File: src/source/mulDivPkg.sv
package mulDivPkg;

	// Width of each signed operand
	localparam int operandBits = 8;

	// Engine select carried with each command
	typedef enum logic {
		opMul = 1'b0,
		opDiv = 1'b1
	} opCode;

	// Command tag echoed back with the result
	typedef logic [3:0] cmdTag;

endpackage

File: src/source/resultBusPkg.sv
package resultBusPkg;

	// Divider view of the result word
	typedef struct packed {
		logic signed [mulDivPkg::operandBits-1:0] quotient;
		logic signed [mulDivPkg::operandBits-1:0] remainder;
	} divFields;

	// One 16-bit word with two decodings
	typedef union packed {
		logic signed [2*mulDivPkg::operandBits-1:0] product;
		divFields divPart;
	} resultWord;

	// Record offered by an engine and registered by the arbiter
	typedef struct packed {
		resultWord word;
		mulDivPkg::cmdTag tag;
		logic isDiv;
		logic divByZero;
	} engineResult;

endpackage

File: src/source/resultBus.sv
`timescale 1ns/100ps

// Link between one engine and the result arbiter
interface resultBus import resultBusPkg::*; (
	input logic clk
);

	// Held high with a stable result until granted
	logic request;
	engineResult result;

	// One-cycle pulse from the arbiter
	logic grant;

	modport engine (
		input clk,
		input grant,
		output request,
		output result
	);

	modport arbiter (
		input clk,
		input request,
		input result,
		output grant
	);

endinterface

File: src/source/boothMultiplier.sv
`timescale 1ns/100ps

module boothMultiplier import mulDivPkg::*, resultBusPkg::*; (
	input logic clk,
	input logic reset,
	input logic start,
	input logic signed [operandBits-1:0] multiplicand,
	input logic signed [operandBits-1:0] multiplier,
	input cmdTag tag,
	output logic ready,
	resultBus.engine bus
);

	localparam int countBits = $clog2(operandBits);

	// FSM encoding
	localparam logic [1:0] idleS = 2'd0;
	localparam logic [1:0] loadS = 2'd1;
	localparam logic [1:0] stepS = 2'd2;
	localparam logic [1:0] offerS = 2'd3;

	logic [1:0] state;
	logic [countBits-1:0] stepCount;
	logic lastStep;

	// One extra bit so that subtracting -128 cannot overflow
	logic signed [operandBits:0] mcandExt;
	logic signed [operandBits:0] mcandNeg;
	logic signed [operandBits:0] acc;
	logic signed [operandBits:0] accSum;

	// Multiplier shifts out low bits while product bits shift in
	logic [operandBits-1:0] mplier;
	logic boothBit;
	logic [2*operandBits-1:0] productNext;

	engineResult resultReg;

	assign lastStep = (stepCount == countBits'(operandBits - 1));

	////////////////////////////////////////////////////////////////////////////
	// Booth recoding of the two low bits
	////////////////////////////////////////////////////////////////////////////
	always_comb begin
		case ({mplier[0], boothBit})
			2'b01: accSum = acc + mcandExt;
			2'b10: accSum = acc + mcandNeg;
			default: accSum = acc;
		endcase
	end

	// Product after the final arithmetic shift
	assign productNext = {accSum, mplier[operandBits-1:1]};

	////////////////////////////////////////////////////////////////////////////
	// Control
	////////////////////////////////////////////////////////////////////////////
	always_ff @(posedge clk) begin
		if (reset) begin
			state <= idleS;
		end else begin
			case (state)
				idleS: if (start) state <= loadS;
				loadS: state <= stepS;
				stepS: if (lastStep) state <= offerS;
				offerS: if (bus.grant) state <= idleS;
				default: state <= idleS;
			endcase
		end
	end

	// Datapath
	always_ff @(posedge clk) begin
		case (state)
			idleS: begin
				// Capture command, busy starts are never seen here
				if (start) begin
					mcandExt <= multiplicand;
					mplier <= multiplier;
					resultReg.tag <= tag;
				end
			end
			loadS: begin
				mcandNeg <= -mcandExt;
				acc <= '0;
				boothBit <= 1'b0;
				stepCount <= '0;
			end
			stepS: begin
				// Add or skip then arithmetic shift right
				acc <= {accSum[operandBits], accSum[operandBits:1]};
				mplier <= {accSum[0], mplier[operandBits-1:1]};
				boothBit <= mplier[0];
				stepCount <= stepCount + 1'b1;
				if (lastStep) begin
					resultReg.word.product <= productNext;
					resultReg.isDiv <= 1'b0;
					resultReg.divByZero <= 1'b0;
				end
			end
			default: ;
		endcase
	end

	assign ready = (state == idleS);
	assign bus.request = (state == offerS);
	assign bus.result = resultReg;

endmodule

File: src/source/nonRestoringDivider.sv
`timescale 1ns/100ps

module nonRestoringDivider import mulDivPkg::*, resultBusPkg::*; (
	input logic clk,
	input logic reset,
	input logic start,
	input logic signed [operandBits-1:0] dividend,
	input logic signed [operandBits-1:0] divisor,
	input cmdTag tag,
	output logic ready,
	resultBus.engine bus
);

	localparam int countBits = $clog2(operandBits);
	// Partial remainder plus shift headroom and sign
	localparam int remW = operandBits + 2;

	// FSM encoding
	localparam logic [2:0] idleS = 3'd0;
	localparam logic [2:0] prepS = 3'd1;
	localparam logic [2:0] stepS = 3'd2;
	localparam logic [2:0] fixS = 3'd3;
	localparam logic [2:0] offerS = 3'd4;

	logic [2:0] state;
	logic [countBits-1:0] stepCount;
	logic lastStep;

	logic signed [operandBits-1:0] dividendReg;
	logic signed [operandBits-1:0] divisorReg;
	logic signA;
	logic signB;
	logic zeroDiv;

	// Magnitudes, 128 still fits unsigned
	logic [operandBits-1:0] dividendAbs;
	logic [operandBits-1:0] divisorAbs;
	logic [remW-1:0] divMag;

	// Dividend bits shift out as quotient bits shift in
	logic [operandBits-1:0] quotBits;
	logic [remW-1:0] partRem;
	logic [remW-1:0] remShift;
	logic [remW-1:0] remNext;

	// Correction and sign restore
	logic [remW-1:0] remFixed;
	logic [operandBits-1:0] quotSigned;
	logic [operandBits-1:0] remSigned;

	engineResult resultReg;

	assign lastStep = (stepCount == countBits'(operandBits - 1));

	////////////////////////////////////////////////////////////////////////////
	// Sign extraction
	////////////////////////////////////////////////////////////////////////////
	assign signA = dividendReg[operandBits-1];
	assign signB = divisorReg[operandBits-1];
	assign dividendAbs = signA ? -dividendReg : dividendReg;
	assign divisorAbs = signB ? -divisorReg : divisorReg;

	// One non-restoring step
	assign remShift = {partRem[remW-2:0], quotBits[operandBits-1]};
	// Add back when the last remainder went negative
	assign remNext = partRem[remW-1] ? remShift + divMag : remShift - divMag;

	// Final correction of a negative remainder
	assign remFixed = partRem[remW-1] ? partRem + divMag : partRem;
	assign quotSigned = (signA ^ signB) ? -quotBits : quotBits;
	// Remainder follows the dividend sign
	assign remSigned = signA ? -remFixed[operandBits-1:0] : remFixed[operandBits-1:0];

	////////////////////////////////////////////////////////////////////////////
	// Control
	////////////////////////////////////////////////////////////////////////////
	always_ff @(posedge clk) begin
		if (reset) begin
			state <= idleS;
		end else begin
			case (state)
				idleS: if (start) state <= prepS;
				prepS: state <= stepS;
				stepS: if (lastStep) state <= fixS;
				fixS: state <= offerS;
				offerS: if (bus.grant) state <= idleS;
				default: state <= idleS;
			endcase
		end
	end

	// Datapath
	always_ff @(posedge clk) begin
		case (state)
			idleS: begin
				if (start) begin
					dividendReg <= dividend;
					divisorReg <= divisor;
					resultReg.tag <= tag;
				end
			end
			prepS: begin
				// Strip signs and flag a zero divisor
				quotBits <= dividendAbs;
				divMag <= {2'b00, divisorAbs};
				zeroDiv <= (divisorReg == '0);
				partRem <= '0;
				stepCount <= '0;
			end
			stepS: begin
				partRem <= remNext;
				// Quotient bit is the inverted new sign
				quotBits <= {quotBits[operandBits-2:0], ~remNext[remW-1]};
				stepCount <= stepCount + 1'b1;
			end
			fixS: begin
				resultReg.isDiv <= 1'b1;
				resultReg.divByZero <= zeroDiv;
				if (zeroDiv) begin
					// All ones quotient, dividend passed back
					resultReg.word.divPart.quotient <= '1;
					resultReg.word.divPart.remainder <= dividendReg;
				end else begin
					resultReg.word.divPart.quotient <= quotSigned;
					resultReg.word.divPart.remainder <= remSigned;
				end
			end
			default: ;
		endcase
	end

	assign ready = (state == idleS);
	assign bus.request = (state == offerS);
	assign bus.result = resultReg;

endmodule

File: src/source/resultArbiter.sv
`timescale 1ns/100ps

module resultArbiter import mulDivPkg::*, resultBusPkg::*; (
	input logic clk,
	input logic reset,
	resultBus.arbiter mulBus,
	resultBus.arbiter divBus,
	output logic resultValid,
	output engineResult resultOut
);

	// Engine granted most recently
	opCode lastGranted;
	logic mulWins;

	////////////////////////////////////////////////////////////////////////////
	// Round-robin grant
	////////////////////////////////////////////////////////////////////////////
	// Multiplier wins alone, or on a tie when the divider went last
	assign mulWins = mulBus.request && (!divBus.request || lastGranted == opDiv);
	assign mulBus.grant = mulWins;
	assign divBus.grant = divBus.request && !mulWins;

	// Pointer and valid strobe
	always_ff @(posedge clk) begin
		if (reset) begin
			resultValid <= 1'b0;
			lastGranted <= opDiv;
		end else begin
			resultValid <= mulBus.grant || divBus.grant;
			if (mulBus.grant) begin
				lastGranted <= opMul;
			end else if (divBus.grant) begin
				lastGranted <= opDiv;
			end
		end
	end

	// Registered result port
	always_ff @(posedge clk) begin
		if (mulBus.grant) begin
			resultOut <= mulBus.result;
		end else if (divBus.grant) begin
			resultOut <= divBus.result;
		end
	end

endmodule

File: src/source/mulDivUnit.sv
`timescale 1ns/100ps

module mulDivUnit import mulDivPkg::*, resultBusPkg::*; (
	input logic clk,
	input logic reset,
	input logic start,
	input opCode op,
	input logic signed [operandBits-1:0] operandA,
	input logic signed [operandBits-1:0] operandB,
	input cmdTag tag,
	output logic mulReady,
	output logic divReady,
	output logic resultValid,
	output cmdTag resultTag,
	output logic resultIsDiv,
	output logic divByZero,
	output logic [operandBits-1:0] resultHigh,
	output logic [operandBits-1:0] resultLow
);

	logic mulStart;
	logic divStart;
	engineResult resultOut;

	resultBus mulLink (.clk(clk));
	resultBus divLink (.clk(clk));

	// Command steering, busy engines drop their own start
	assign mulStart = start && (op == opMul);
	assign divStart = start && (op == opDiv);

	////////////////////////////////////////////////////////////////////////////
	// Engines and shared result port
	////////////////////////////////////////////////////////////////////////////
	boothMultiplier mulEngine0 (
		.clk(clk),
		.reset(reset),
		.start(mulStart),
		.multiplicand(operandA),
		.multiplier(operandB),
		.tag(tag),
		.ready(mulReady),
		.bus(mulLink.engine)
	);

	nonRestoringDivider divEngine0 (
		.clk(clk),
		.reset(reset),
		.start(divStart),
		.dividend(operandA),
		.divisor(operandB),
		.tag(tag),
		.ready(divReady),
		.bus(divLink.engine)
	);

	resultArbiter arbiter0 (
		.clk(clk),
		.reset(reset),
		.mulBus(mulLink.arbiter),
		.divBus(divLink.arbiter),
		.resultValid(resultValid),
		.resultOut(resultOut)
	);

	// Unpack the registered record
	assign resultTag = resultOut.tag;
	assign resultIsDiv = resultOut.isDiv;
	assign divByZero = resultOut.divByZero;
	// Upper half is the quotient for a divide
	assign resultHigh = resultOut.word.product[2*operandBits-1:operandBits];
	assign resultLow = resultOut.word.product[operandBits-1:0];

endmodule

File: config.mk
export PLATFORM = sky130hd
export DESIGN_NAME = mulDivUnit
export DESIGN_NICKNAME = d
export VERILOG_FILES = /design/src/source/mulDivPkg.sv /design/src/source/resultBusPkg.sv /design/src/source/resultBus.sv /design/src/source/boothMultiplier.sv /design/src/source/nonRestoringDivider.sv /design/src/source/resultArbiter.sv /design/src/source/mulDivUnit.sv
export SDC_FILE = /design/constraint.sdc
export NUM_CORES = 1
export LEC_CHECK = 0
export ABC_AREA = 1
export BUFFER_PORTS_ARGS = -buffer_cell sky130_fd_sc_hd__buf_2
export CORE_ASPECT_RATIO = 2
export CORE_MARGIN = 5
export CORE_UTILIZATION = 25
export CTS_CLUSTER_SIZE = 16
export DETAILED_ROUTE_END_ITERATION = 12
export PLACE_DENSITY_LB_ADDON = 0.1
export RECOVER_POWER = 25
export SLEW_MARGIN = 5
export SYNTH_ARGS = -nofsm -noshare
export SYNTH_HDL_FRONTEND = slang
export SYNTH_SLANG_ARGS = --single-unit
File: constraint.sdc
create_clock -name clk -period 3.1 [get_ports clk]
set_input_delay 0.775 -clock clk [delete_from_list [all_inputs] [get_ports clk]]
set_output_delay 0.775 -clock clk [all_outputs]
set_load 0.03 [all_outputs]
==> results.sh <==
export IMPL_cts_made_buffers=17
export IMPL_dr_total_vias=5507
export IMPL_viasPerCell=4.29
export IMPL_critical_path_arrival_ns=2.86
export IMPL_r2r_end="divEngine0.partRem[7]$_SDFFCE_PN0P_"
export IMPL_grtUsageTotal_pct=13.8
export IMPL_fillers=3257
export IMPL_remaining_drc_errors=0
export IMPL_cap_violations=0
export IMPL_antenna_cells=0
export IMPL_grt_pass1_wl_um=34900
export IMPL_ctsResizeCount=0
export IMPL_synth_async_sr_flop_share_pct=0
export IMPL_min_path_type="reg -> reg"
export IMPL_grt_max_degree=23
export IMPL_drtIter0Drc=260
export IMPL_die_area_um2=35100
export IMPL_tightest_slew_ns=1.41
export IMPL_io_buffers=48
export IMPL_fp_row_count=91
export IMPL_seq_area_frac_synth_pct=57.9
export IMPL_whs_ns=0.459
export IMPL_synthToLayoutAreaGrowth_pct=17.1
export IMPL_ys_seq_elements=153
export IMPL_cp_required_ns=3.28
export IMPL_cellPowerDensity_nw_per_um2=894
export IMPL_rr_startpoint="divEngine0.divMag[1]$_DFFE_PP_"
export IMPL_core_area_um2=30900
export IMPL_die_x_um=135
export IMPL_hpwlAfterDp_um=18400
export IMPL_r2r_slack_ns=0.43
export IMPL_status="finished, final reports clean"
export IMPL_r2r_cells=13
export IMPL_syn_num_nets=856
export IMPL_htreeDepth=4
export IMPL_syn_cell_area_um2=7810
export IMPL_wl_per_cell_um=18.2
export IMPL_timing_fmax_mhz=374
export IMPL_fin_skew_ns=0.00729
export IMPL_synth_edff_count=146
export IMPL_antenna_found_initial=0
export IMPL_synth_most_common_cell="nand2_1"
export IMPL_p_leak_nw=3.76
export IMPL_finalNonFillerCells=1284
export IMPL_synth_warnings=0
export IMPL_num_nets_final=921
export IMPL_finalCriticalPeriod_ns=2.67
export IMPL_end_kind="flip-flop"
export IMPL_place_ws_ns=0.426
export IMPL_synth_cells=790
export IMPL_clock_sinks=153
export IMPL_synth_area_top_cells="edfxtp_1, nand2_1, ha_1"
export IMPL_cp_start_kind="flip-flop"
export IMPL_slew_viol_final=0
export IMPL_fin_setup_tns_ns=0
export IMPL_drt_pass1_iterations=5
export IMPL_grt_ovfl_total=0
export IMPL_synthDominantCellAreaShare_pct=56.1
export IMPL_synth_top_flop_cell="edfxtp_1"
export IMPL_io_pins=49
export IMPL_path_class="reg -> reg"
export IMPL_clkTransAtPathRegs_ns=0.06
export IMPL_setup_slack_ns=0.426
export IMPL_min_delay_path_depth=0
export IMPL_timing_hold_violations_final=0
export IMPL_crit_fanout=6
export IMPL_cts_root_buf="clkbuf_16"
export IMPL_min_period_over_period_pct=86.3
export IMPL_dp_cells=1254
export IMPL_clockBufferDepth=2
export IMPL_rsz0062_at_grt="false"
export IMPL_die_h_um=260
export IMPL_routed_wl_um=23300
export IMPL_postCtsHoldBufs=0
export IMPL_antenna_left=0
export IMPL_grt_pass1_vias=5926
export IMPL_place_congestion=0.773
export IMPL_drive_gt1_share_pct=10.6
export IMPL_synthTopCellsByCount="nand2_1, edfxtp_1, inv_1"
export IMPL_hold_path_end="mulEngine0.bus.result[9]$_DFFE_PP_"
export IMPL_final_seq_area_um2=4520
export IMPL_slew_headroom_pct=5.84
export IMPL_clkLatencyLatePin_ns=0.44
export IMPL_irDropWorstVdd_v=0.000425
export IMPL_setup_violations=0
export IMPL_cts_setup_buffers=0
export IMPL_hold_start="mulEngine0.mplier[4]$_DFFE_PP_"
export IMPL_multi_input_area_um2=2850
export IMPL_syn_area_per_cell_um2=9.89
export IMPL_cts_tree="built"
export IMPL_synth_top_cell_by_area="edfxtp_1"
export IMPL_synth_cell_types=41
export IMPL_start_util_pct=25.3
## power by group
part           switching, W  total [W]  internal [W]
sequential         0.000286    0.00316       0.00287
clock              0.000862    0.00212       0.00125
combinational       0.00196    0.00291      0.000947
total               0.00311    0.00818       0.00507
## final cells by class
cell class | instances | area share [%]
multi-input cells | 525 | 31.1
clock buffers | 18 | 4.69
clock inverters | 12 | 1.64
well taps | 418 | 5.71
flip-flops and latches | 153 | 49.4
repair buffers | 63 | 3.47
inverters | 95 | 3.92
## cell usage in the layout (no fill, tap or decap), types with 7 or more instances in the layout
cell type    n
nand2_1    226
edfxtp_1   146
inv_1       88
nor2_1      51
a21oi_1     44
o21ai_0     39
ha_1        39
buf_2       32
nand3_1     28
xor2_1      22
clkbuf_1    21
clkbuf_16   17
nor3_1      14
buf_4       11
xnor2_1      9
nand4_1      7
o211ai_1     7
dfxtp_1      7
## stage by stage
step | area [µm²] | utilization (%) | power (W)
2_1_floorplan | 7820 | - | 0.00514
3_3_place_gp | 8620 | 27.9 | 0.00620
3_5_place_dp | 8620 | 27.9 | 0.00619
4_1_cts | 9200 | 29.8 | 0.00836
5_1_grt | 9150 | 29.7 | 0.00879
6_report | 9150 | 29.7 | 0.00818
## worst max-delay path: stages, from the launching register on
cell	delay, ns
edfxtp_1	0.46
inv_2	0.09
ha_1	0.15
inv_1	0.05
nor2_1	0.14
a21oi_1	0.11
xor2_1	0.25
ha_1	0.34
a21oi_1	0.17
o21ai_1	0.10
a21oi_1	0.23
o21bai_1	0.12
o21ai_0	0.15
a21oi_1	0.05
## worst max path at each step
stage                                         startpoint                                  end  depth (start not counted)
after floorplan                                    start   divEngine0.bus.result[2]$_DFFE_PP_                          2
after global placement    divEngine0.divMag[1]$_DFFE_PP_  divEngine0.partRem[7]$_SDFFCE_PN0P_                         13
after detailed placement  divEngine0.divMag[1]$_DFFE_PP_  divEngine0.partRem[7]$_SDFFCE_PN0P_                         13
after CTS                 divEngine0.divMag[1]$_DFFE_PP_  divEngine0.partRem[7]$_SDFFCE_PN0P_                         13
after global routing      divEngine0.divMag[1]$_DFFE_PP_  divEngine0.partRem[6]$_SDFFCE_PN0P_                         13
final                     divEngine0.divMag[1]$_DFFE_PP_  divEngine0.partRem[7]$_SDFFCE_PN0P_                         13
## sequential cells by signal (all words and copies together), names as in the netlist, 3 cells and up
signal and count:
divEngine0.quotBits 8, mulEngine0.stepCount 3, mulEngine0.acc 8, divEngine0.divMag 8
mulEngine0.mcandExt 8, divEngine0.dividendReg 8, divEngine0.stepCount 3, arbiter0.resultOut 22
divEngine0.bus.result 21, divEngine0.partRem 10, mulEngine0.mcandNeg 9, divEngine0.divisorReg 8
mulEngine0.bus.result 20, mulEngine0.mplier 8, divEngine0.state 3
## kinds of logic (layout without fill, tap and decap cells)
| family | Yosys count | in the layout | share of synthesized area (%) |
|---|---|---|---|
| adder cells (fa/ha/maj) | 42 | 42 | 7.01 |
| AND/OR/NAND/NOR | 345 | 345 | 18.4 |
| XOR/XNOR | 31 | 31 | 3.47 |
| AO/OA/AOI/OAI | 107 | 107 | 7.49 |
| buffers and inverters | 112 | 188 | 5.68 |
| flip-flops | 153 | 153 | 57.9 |
## layer usage
layer	global-route usage [%]	part of all wire (%)	routed length, µm	vias up
li1	-	-	-	2786
met1	11.5	32	7530	2614
met2	29.6	62	14600	70
met3	2.05	1.5	340	37
met4	6.92	3.8	897	0
met5	0	0	0	-
(Power assumes the default switching activity.)
